**src/source/ctiQueuePkg.sv**
```systemverilog
// Queue sizes, field types and the structs passed between the queue units.
package ctiQueuePkg;

	localparam int CtiQueueDepth = 16;
	localparam int CtiTagBits = 4;
	localparam int PcBits = 32;
	localparam int CtrlTypeBits = 2;
	localparam int FetchWidth = 4;
	localparam int RetireWidth = 4;

	typedef logic [CtiTagBits-1:0] ctiTag_t;
	typedef logic [CtiTagBits:0] ctiCount_t;   // Holds 0 up to a full queue.
	typedef logic [PcBits-1:0] pc_t;
	typedef logic [CtrlTypeBits-1:0] ctrlType_t;
	typedef logic [FetchWidth-1:0] slotVector_t;
	typedef logic [RetireWidth-1:0] retireVector_t;
	typedef logic [2:0] slotCount_t;           // 0 to 4 slots or commits.

	typedef struct packed {
		pc_t pc;
		ctrlType_t ctrlType;
	} fetchSlot_t;

	// Written back by execute.
	typedef struct packed {
		ctiTag_t tag;
		pc_t target;
		logic taken;
	} ctiResolve_t;

	typedef struct packed {
		pc_t pc;
		pc_t target;
		ctrlType_t ctrlType;
		logic taken;
	} ctiUpdate_t;

	typedef struct packed {
		fetchSlot_t [FetchWidth-1:0] slots;  // Valid slots packed from index 0.
		slotCount_t count;
	} allocBundle_t;

	typedef struct packed {
		logic allocEn;
		logic resolveEn;
		slotCount_t commitCount;
		ctiTag_t tailPtr;
		ctiTag_t commitPtr;
	} writeCtl_t;

endpackage

```
**src/source/ctiQueue.sv**
```systemverilog
// Control-transfer-instruction queue top level: slot compactor, pointer unit and entry storage.
`timescale 1ns/1ps

module ctiQueue
(
	input logic clk,
	input logic reset,
	input logic recover_i,
	input logic stall_i,
	input logic fetchReady_i,
	input ctiQueuePkg::slotVector_t ctrlVector_i,
	input ctiQueuePkg::fetchSlot_t [ctiQueuePkg::FetchWidth-1:0] fetchSlots_i,
	output ctiQueuePkg::ctiTag_t [ctiQueuePkg::FetchWidth-1:0] ctiTags_o,
	input logic resolveValid_i,
	input ctiQueuePkg::ctiResolve_t resolve_i,
	input ctiQueuePkg::retireVector_t commitVector_i,
	output logic updateEn_o,
	output ctiQueuePkg::ctiUpdate_t update_o,
	output logic queueFull_o
);

	import ctiQueuePkg::*;

	ctiTag_t tailPtr;
	ctiTag_t headPtr;
	allocBundle_t bundle;
	writeCtl_t writeCtl;
	logic headCommitted;

	slotCompactor compactor
	(
		.ctrlVector_i(ctrlVector_i),
		.fetchSlots_i(fetchSlots_i),
		.tailPtr_i(tailPtr),
		.bundle_o(bundle),
		.ctiTags_o(ctiTags_o)
	);

	queuePointers pointers
	(
		.clk(clk),
		.reset(reset),
		.recover_i(recover_i),
		.stall_i(stall_i),
		.fetchReady_i(fetchReady_i),
		.allocCount_i(bundle.count),
		.resolveValid_i(resolveValid_i),
		.commitVector_i(commitVector_i),
		.headCommitted_i(headCommitted),
		.tailPtr_o(tailPtr),
		.headPtr_o(headPtr),
		.writeCtl_o(writeCtl),
		.updateEn_o(updateEn_o),
		.queueFull_o(queueFull_o)
	);

	entryStorage storage
	(
		.clk(clk),
		.reset(reset),
		.bundle_i(bundle),
		.resolve_i(resolve_i),
		.writeCtl_i(writeCtl),
		.headPtr_i(headPtr),
		.headCommitted_o(headCommitted),
		.update_o(update_o)
	);

endmodule

```
**src/source/entryStorage.sv**
```systemverilog
// Entry storage: static and resolved fields plus committed bits, with the head read port.
`timescale 1ns/1ps

module entryStorage
(
	input logic clk,
	input logic reset,
	input ctiQueuePkg::allocBundle_t bundle_i,
	input ctiQueuePkg::ctiResolve_t resolve_i,
	input ctiQueuePkg::writeCtl_t writeCtl_i,
	input ctiQueuePkg::ctiTag_t headPtr_i,
	output logic headCommitted_o,
	output ctiQueuePkg::ctiUpdate_t update_o
);

	import ctiQueuePkg::*;

	pc_t entryPc [CtiQueueDepth];
	ctrlType_t entryType [CtiQueueDepth];
	pc_t entryTarget [CtiQueueDepth];
	logic entryTaken [CtiQueueDepth];
	logic [CtiQueueDepth-1:0] committed;

	ctiTag_t allocIdx [FetchWidth];
	ctiTag_t commitIdx [RetireWidth];

	always_comb
	begin
		for (int k = 0; k < FetchWidth; k++)
			allocIdx[k] = writeCtl_i.tailPtr + ctiTag_t'(k);
		for (int k = 0; k < RetireWidth; k++)
			commitIdx[k] = writeCtl_i.commitPtr + ctiTag_t'(k);
	end

	// Static fields at allocation, resolved fields by tag.
	always_ff @(posedge clk)
	begin
		if (writeCtl_i.allocEn)
		begin
			for (int k = 0; k < FetchWidth; k++)
			begin
				if (slotCount_t'(k) < bundle_i.count)
				begin
					entryPc[allocIdx[k]] <= bundle_i.slots[k].pc;
					entryType[allocIdx[k]] <= bundle_i.slots[k].ctrlType;
				end
			end
		end
		if (writeCtl_i.resolveEn)
		begin
			entryTarget[resolve_i.tag] <= resolve_i.target;
			entryTaken[resolve_i.tag] <= resolve_i.taken;
		end
	end

	// New entries start uncommitted. Commits never touch the slots being allocated.
	always_ff @(posedge clk)
	begin
		if (reset)
			committed <= '0;
		else
		begin
			if (writeCtl_i.allocEn)
			begin
				for (int k = 0; k < FetchWidth; k++)
				begin
					if (slotCount_t'(k) < bundle_i.count)
						committed[allocIdx[k]] <= 1'b0;
				end
			end
			for (int k = 0; k < RetireWidth; k++)
			begin
				if (slotCount_t'(k) < writeCtl_i.commitCount)
					committed[commitIdx[k]] <= 1'b1;
			end
		end
	end

	assign headCommitted_o = committed[headPtr_i];

	always_comb
	begin
		update_o.pc = entryPc[headPtr_i];
		update_o.target = entryTarget[headPtr_i];
		update_o.ctrlType = entryType[headPtr_i];
		update_o.taken = entryTaken[headPtr_i];
	end

endmodule

```
**src/source/queuePointers.sv**
```systemverilog
// Queue pointer unit: head, tail and commit pointers, occupancy, full flag, drain and recovery.
`timescale 1ns/1ps

module queuePointers
(
	input logic clk,
	input logic reset,
	input logic recover_i,
	input logic stall_i,
	input logic fetchReady_i,
	input ctiQueuePkg::slotCount_t allocCount_i,
	input logic resolveValid_i,
	input ctiQueuePkg::retireVector_t commitVector_i,
	input logic headCommitted_i,
	output ctiQueuePkg::ctiTag_t tailPtr_o,
	output ctiQueuePkg::ctiTag_t headPtr_o,
	output ctiQueuePkg::writeCtl_t writeCtl_o,
	output logic updateEn_o,
	output logic queueFull_o
);

	import ctiQueuePkg::*;

	ctiTag_t headPtr;
	ctiTag_t tailPtr;
	ctiTag_t commitPtr;
	ctiCount_t occupancy;
	ctiCount_t freeSlots;
	ctiCount_t occupancyNext;
	ctiTag_t recoverCount;
	slotCount_t commitCount;
	logic accept;

	always_comb
	begin
		commitCount = '0;
		for (int i = 0; i < RetireWidth; i++)
			commitCount = commitCount + slotCount_t'(commitVector_i[i]);
	end

	assign freeSlots = ctiCount_t'(CtiQueueDepth) - occupancy;
	assign queueFull_o = ctiCount_t'(allocCount_i) > freeSlots;
	assign accept = fetchReady_i & ~stall_i & ~queueFull_o & ~recover_i;

	// Head entry leaves as a predictor update once it is committed.
	assign updateEn_o = headCommitted_i & (|occupancy) & ~recover_i;

	// Entries between head and commit pointer survive a recovery.
	assign recoverCount = commitPtr - headPtr;

	always_comb
	begin
		occupancyNext = occupancy;
		if (accept)
			occupancyNext = occupancyNext + ctiCount_t'(allocCount_i);
		if (updateEn_o)
			occupancyNext = occupancyNext - 5'd1;
	end

	always_ff @(posedge clk)
	begin
		if (reset)
		begin
			headPtr <= '0;
			tailPtr <= '0;
			commitPtr <= '0;
			occupancy <= '0;
		end
		else
		begin
			if (updateEn_o)
				headPtr <= headPtr + 4'd1;
			commitPtr <= commitPtr + ctiTag_t'(commitCount);   // Advances even on recovery.
			if (recover_i)
			begin
				tailPtr <= commitPtr;
				occupancy <= ctiCount_t'(recoverCount);
			end
			else
			begin
				if (accept)
					tailPtr <= tailPtr + ctiTag_t'(allocCount_i);
				occupancy <= occupancyNext;
			end
		end
	end

	// Every storage write is gated here.
	always_comb
	begin
		writeCtl_o.allocEn = accept;
		writeCtl_o.resolveEn = resolveValid_i & ~recover_i;
		writeCtl_o.commitCount = recover_i ? 3'd0 : commitCount;
		writeCtl_o.tailPtr = tailPtr;
		writeCtl_o.commitPtr = commitPtr;
	end

	assign tailPtr_o = tailPtr;
	assign headPtr_o = headPtr;

endmodule

```
**src/source/slotCompactor.sv**
```systemverilog
// Slot compactor: packs the valid fetch slots in order and hands out their queue tags.
`timescale 1ns/1ps

module slotCompactor
(
	input ctiQueuePkg::slotVector_t ctrlVector_i,
	input ctiQueuePkg::fetchSlot_t [ctiQueuePkg::FetchWidth-1:0] fetchSlots_i,
	input ctiQueuePkg::ctiTag_t tailPtr_i,
	output ctiQueuePkg::allocBundle_t bundle_o,
	output ctiQueuePkg::ctiTag_t [ctiQueuePkg::FetchWidth-1:0] ctiTags_o
);

	import ctiQueuePkg::*;

	slotCount_t prefix [FetchWidth+1];   // Set bits below each slot.

	// Running count of control slots seen so far.
	always_comb
	begin
		prefix[0] = '0;
		for (int i = 0; i < FetchWidth; i++)
		begin
			if (ctrlVector_i[i])
				prefix[i+1] = prefix[i] + 3'd1;
			else
				prefix[i+1] = prefix[i];
		end
	end

	// Tags follow the tail; slots without a control instruction read zero.
	always_comb
	begin
		for (int i = 0; i < FetchWidth; i++)
		begin
			if (ctrlVector_i[i])
				ctiTags_o[i] = tailPtr_i + ctiTag_t'(prefix[i]);
			else
				ctiTags_o[i] = '0;
		end
	end

	always_comb
	begin
		bundle_o = '0;
		for (int i = 0; i < FetchWidth; i++)
		begin
			if (ctrlVector_i[i])
				bundle_o.slots[prefix[i]] = fetchSlots_i[i];   // Slot i lands at its rank.
		end
		bundle_o.count = prefix[FetchWidth];
	end

endmodule

```
**config.mk**
```make
export PLATFORM = sky130hd
export DESIGN_NAME = ctiQueue
export DESIGN_NICKNAME = d
export VERILOG_FILES = /design/src/source/ctiQueuePkg.sv /design/src/source/ctiQueue.sv /design/src/source/entryStorage.sv /design/src/source/queuePointers.sv /design/src/source/slotCompactor.sv
export SDC_FILE = /design/constraint.sdc
export NUM_CORES = 2
export LEC_CHECK = 0
export ABC_AREA = 1
export BUFFER_PORTS_ARGS = -buffer_cell sky130_fd_sc_hd__buf_2
export CAP_MARGIN = 0
export CORE_AREA = 8 8 376 378
export CTS_CLUSTER_SIZE = 24
export DETAILED_ROUTE_END_ITERATION = 8
export DIE_AREA = 0 0 384 386
export PLACE_DENSITY_LB_ADDON = 0.1
export SYNTH_ARGS = -nofsm -noshare
export SYNTH_HDL_FRONTEND = slang
export SYNTH_HIERARCHICAL = 1
export SYNTH_SLANG_ARGS = --single-unit
```
**constraint.sdc**
```tcl
create_clock -name clk -period 12.6 [get_ports clk]
set_input_delay 1.89 -clock clk [delete_from_list [all_inputs] [get_ports clk]]
set_output_delay 1.89 -clock clk [all_outputs]
set_load 0.005 [all_outputs]
```
# After elaboration in Yosys (flattened, before gate mapping)
# Memories as Yosys holds them, arrays and structs flattened. A register that Yosys moved wholly into a read port is not among the register bits.
# Cells that the tools add are included.
dict set report totals {
  ff_bits 33
  memories 4
  out_inout_bits 85
  word_cells 185
  inputBits 187
  ram_bits 1072
}
dict set report classes {
  n_reduce_logical 14
  order_cmp 32
  add_sub_neg 22
  bitwise_logic 21
  mux 86
}
# name depth word_bits read_ports rd_clocked_by_memory_dff write_ports line
set memory_table {}
lappend memory_table {storage.entryPc 16 32 1 1 4 entryStorage.sv:18} ;# pc_t entryPc [CtiQueueDepth];
lappend memory_table {storage.entryTarget 16 32 1 1 1 entryStorage.sv:20} ;# pc_t entryTarget [CtiQueueDepth];
lappend memory_table {storage.entryType 16 2 1 1 4 entryStorage.sv:19} ;# ctrlType_t entryType [CtiQueueDepth];
lappend memory_table {storage.entryTaken 16 1 1 1 1 entryStorage.sv:21} ;# logic entryTaken [CtiQueueDepth];
# cell count
set ops {}
lappend ops {{136-bit bitwise mux} 3}
lappend ops {{136-bit two-way mux} 3}
lappend ops {{16-bit two-way mux} 19}
lappend ops {{34-bit demux with 2-bit select} 3}
lappend ops {{34-bit two-way mux} 4}
lappend ops {{16-bit AND} 4}
lappend ops {{16-bit inverter} 4}
lappend ops {{16-bit OR} 4}
lappend ops {{4-bit two-way mux} 15}
lappend ops {{4-bit by 5-bit less-than comparator with 1-bit output, second input constant} 9}
lappend ops {{1-bit demux with 4-bit select} 8}
lappend ops {{4-bit by 1-bit greater-or-equal comparator with 1-bit output, second input constant} 8}
lappend ops {{1-bit two-way mux} 24}
lappend ops {{4-bit by 2-bit adder with 4-bit output, second input constant} 4}
lappend ops {{4-bit by 3-bit adder with 4-bit output} 4}
lappend ops {{4-bit by 1-bit adder with 4-bit output, second input constant} 3}
lappend ops {{1-bit by 3-bit less-than comparator with 1-bit output, first input constant} 4}
lappend ops {{2-bit by 3-bit less-than comparator with 1-bit output, first input constant} 4}
lappend ops {{3-bit two-way mux} 4}
lappend ops {{1-bit logical AND} 11}
lappend ops {{5-bit two-way mux} 2}
lappend ops {{3-bit by 1-bit greater-or-equal comparator with 1-bit output, second input constant} 3}
lappend ops {{3-bit less-than comparator, second input constant} 3}
lappend ops {{3-bit by 1-bit adder with 3-bit output} 2}
lappend ops {{other kinds (15)} 23}

# Depth between registers and ports, before layout
dict set report logic_depth {
  word_depth 36
  ltp_mapped 31
  ltp_nobuf 27
}

# Cells and area by module
# Netlist, hierarchy kept.
# module seq_area_each_um2 area_per_inst_um2 n_inst cells_per_inst
set modules_own_cells {}
lappend modules_own_cells {entryStorage 32511.2 61843.1 1 7625}
lappend modules_own_cells {slotCompactor 0.0 3706.1 1 761}
lappend modules_own_cells {queuePointers 340.3 1536.5 1 210}

# Worst setup path before layout
# No wires, ideal clock.
dict set report synth_timing {
  kind {input to register}
  startpoint {input ctrlVector_i[0]}
  endpoint {memory storage/entryPc[8][0] (netlist name) (enable)}
  slack_ps 4944
  arrival_ps 7259
  required_time_ps 12203
  setup_time_ps 397
  cell_stages 26
  cell_sequence {buf_2 buf_1 inv_1 ha_1 nand2_8 inv_4 or2_2 inv_1 ha_1 ha_1 o21ai_0 ha_1 nand2_1 nand2_1 nor2_1 nor2_2 nand2_4 nand3_4 inv_1 buf_4 buf_2 nand2_1 nor2_1 nand3_2 clkbuf_1 nand3_1}
}
# element line
set synth_lines {}
lappend synth_lines {{start: declaration} ctiQueue.sv:11} ;# input ctiQueuePkg::slotVector_t ctrlVector_i,
lappend synth_lines {{end: declaration} entryStorage.sv:18}

==> results.json <==
{
  "die_area_sq_mm": 0.148,
  "rsz0062_at_grt": "false",
  "ys_async_sr_fraction_pct": 0,
  "drive_above_1_share_pct": 9.62,
  "die_h_um": 386,
  "gr-total-overflow": 0,
  "post_cts_resize_count": 0,
  "cp_common_cell": "ha_1",
  "clock_path_buffers": 3,
  "antenna_left": 0,
  "yosysSeqAreaShare_pct": 49.0,
  "reg2reg_to": "storage/entryPc[12][24]",
  "synth_top_cell_by_area": "edfxtp_1",
  "p_per_area_mw_per_mm2": 142,
  "synth_edf_count": 1072,
  "synth_most_common_cell": "nand2_1",
  "grtUsageMet2_pct": 58.3,
  "place_area_sq_mm": 0.0696,
  "clk-insertion-delay-late_ns": 0.77,
  "clkSlewWorstSetupHoldPaths_ns": 0.07,
  "grt_pass1_vias": 61860,
  "worst_pin_slew_ns": 1.39,
  "slowest_stage": "nand3_2",
  "setup.worst_path.start": "ctrlVector_i[0]",
  "slowest_delay_ns": 1.05,
  "core_sq_mm": 0.135,
  "start_util_pct": 49.7,
  "slew_headroom_pct": 7.34,
  "fin_cells": 10298,
  "worstReg2RegStart": "pointers/occupancy[1]",
  "use_met1_pct": 50.6,
  "min_period_ns": 9.01,
  "leakagePower_nw": 28.5,
  "crit_required_ns": 13.02,
  "crit_path_end": "storage/entryPc[12][24]",
  "whs_path_depth": 2,
  "drc": 0,
  "busiest_layer": "met2",
  "grtUsageTotal_pct": 39.1,
  "grt_max_degree": 193,
  "status": "completed",
  "grt_pass1_wl_mm": 429,
  "setup.worst_path.class": "in -> reg",
  "area_growth_pct": 9.37,
  "power_w": 0.0104,
  "fp.dieW_um": 384,
  "finalWorstSetupSlack_ns": 3.59,
  "hold_buffers": 0,
  "drt_pass1_iterations": 7,
  "maxCapViolCount": 0,
  "dp_hpwl_mm": 175,
  "setup_viol": 0,
  "fmax_mhz": 111,
  "cts_tree": "done",
  "nets": 8645,
  "end_kind": "register",
  "synthTopCellsByCount": "nand2_1 (2,002), nor2_1 (1,392), edfxtp_1 (1,072)",
  "critPathLaunchType": "input port",
  "syn-cell-area_sq_mm": 0.0671,
  "ys_types": 44,
  "synthCells": 8596,
  "ys.flop_type": "edfxtp_1",
  "h-tree-depth": 3,
  "dp_slack_ns": 3.01,
  "cts_root_buf": "clkbuf_16",
  "timing.final.crit_share_pct": 71.5,
  "avgSynthCellArea_sq_um": 7.80,
  "worstPathArrival_ns": 9.43,
  "portBuffers": 271,
  "place_congestion": 0.967,
  "met3_usage_pct": 11.1,
  "post_cts_buffers": 0,
  "reg2reg_depth": 16,
  "stdcell_area_sq_mm": 0.0734,
  "reg2reg_slack_ns": 6.68,
  "cts.sinks": 1105,
  "grt_antenna_before_repair": 9,
  "dp.cells": 10072,
  "synth_top_area_share_pct": 48.0,
  "peakVddDrop_mv": 0.118,
  "rows": 135,
  "drtIter0Drc": 10369,
  "synth.net_count": 8828,
  "final.setup.tns_ns": 0,
  "finalMaxSlewViolations": 0,
  "cts_buffers": 120,
  "hold_viol": 0,
  "num_vias": 66775,
  "clock_skew_ns": 0.0528,
  "synth-seq-cells": 1105,
  "hold_class": "reg -> reg",
  "wire_per_inst_um": 29.3,
  "crit_chain": "buf_2, buf_4, inv_1, ha_1, nand2_2, o21ai_0, inv_1, ha_1, ha_1, o21ai_0, buf_4, ha_1, nand2_1, nand2_1, nor2_1, nor2_2, nand2_4, nand3_4, inv_1, inv_2, a21oi_1, nand3_4, nand3_2, buf_4",
  "synth_area_leaders": "edfxtp_1 (48%), nand2_1 (11%), nor2_1 (7.8%)",
  "synth_warnings": 6,
  "pin_count": 272,
  "viasPerCell": 6.48,
  "worstPathMaxFanout": 70,
  "wl_mm": 302
}
logic make-up (layout without fill, tap and decap cells):
logic type,count (synthesis),after routing,share of synthesized area [%]
XOR/XNOR,13,13,0.170
flip-flops,1105,1105,49.0
AND/OR/NAND/NOR,4106,4106,24.8
buffers and inverters,1265,1180,7.56
AO/OA/AOI/OAI,2062,2062,17.6
other,0,6,0
adder cells (fa/ha/maj),45,45,0.918
sequential cells by signal, indices dropped and copies added (netlist names):
| register | cells |
|---|---|
| pointers/commitPtr | 4 |
| storage/committed | 16 |
| storage/entryType | 32 |
| pointers/headPtr_o | 4 |
| pointers/tailPtr_o | 4 |
| storage/entryTarget | 512 |
| storage/entryTaken | 16 |
| pointers/occupancy | 5 |
| storage/entryPc | 512 |
per-layer routing:
layer	up-vias	share of wire [%]
li1	28940	-
met2	5163	42
met4	6	7.0
met1	31532	37
met3	1134	14
met5	-	0.013
cells in the final DEF, fill, tap and decap left out, drive strengths merged, types with 88 or more instances in the layout:
master     n
a21oi    404
a31oi    106
buf      443
clkbuf   155
clkinv    88
edfxtp  1072
inv      483
nand2   2016
nand3    650
nor2    1413
o211ai   474
o21ai   1003
worst min path at each step:
stage | start | slack (ns) | end
floorplan | storage/committed[6] | 0.45 | storage/committed[6]
global placement | storage/committed[15] | 0.49 | storage/committed[15]
finish | storage/committed[11] | 0.50 | storage/committed[11]
global route | storage/committed[9] | 0.52 | storage/committed[9]
CTS | storage/committed[15] | 0.49 | storage/committed[15]
detailed placement | storage/committed[15] | 0.48 | storage/committed[15]
worst max-delay path: cells and delay by family:
kind,cells,cell delay [ns]
AOI/OAI and AO/OA,3,1.31
adders and majority gates,4,0.89
buffers and inverters,8,2.09
and+or+nand+nor,9,3.13
metrics by stage:
stage / hold WS [ns] / util, %
after global placement: 0.489 / 51.5
after global routing: 0.516 / 54.4
after floorplan: 0.453 / -
after CTS: 0.493 / 54.4
final: 0.498 / 54.4
after detailed placement: 0.481 / 51.5
where the power goes:
group,switching (W),internal (W)
sequential,0.0000761,0.00417
combinational,0.00192,0.000756
clock,0.00157,0.00193
total,0.00357,0.00686
final cells by class:
| class | instances | area, sq um |
|---|---|---|
| clock buffer | 155 | 3140 |
| fill | 12588 | 61600 |
| multi-input combinational | 6226 | 29800 |
| inverter | 517 | 1960 |
| timing repair buffer | 443 | 2670 |
| antenna | 6 | 15.0 |
| clock inverter | 65 | 649 |
| tap | 1781 | 2230 |
| sequential | 1105 | 32900 |
Note: power is estimated with default switching activity, not from simulation.
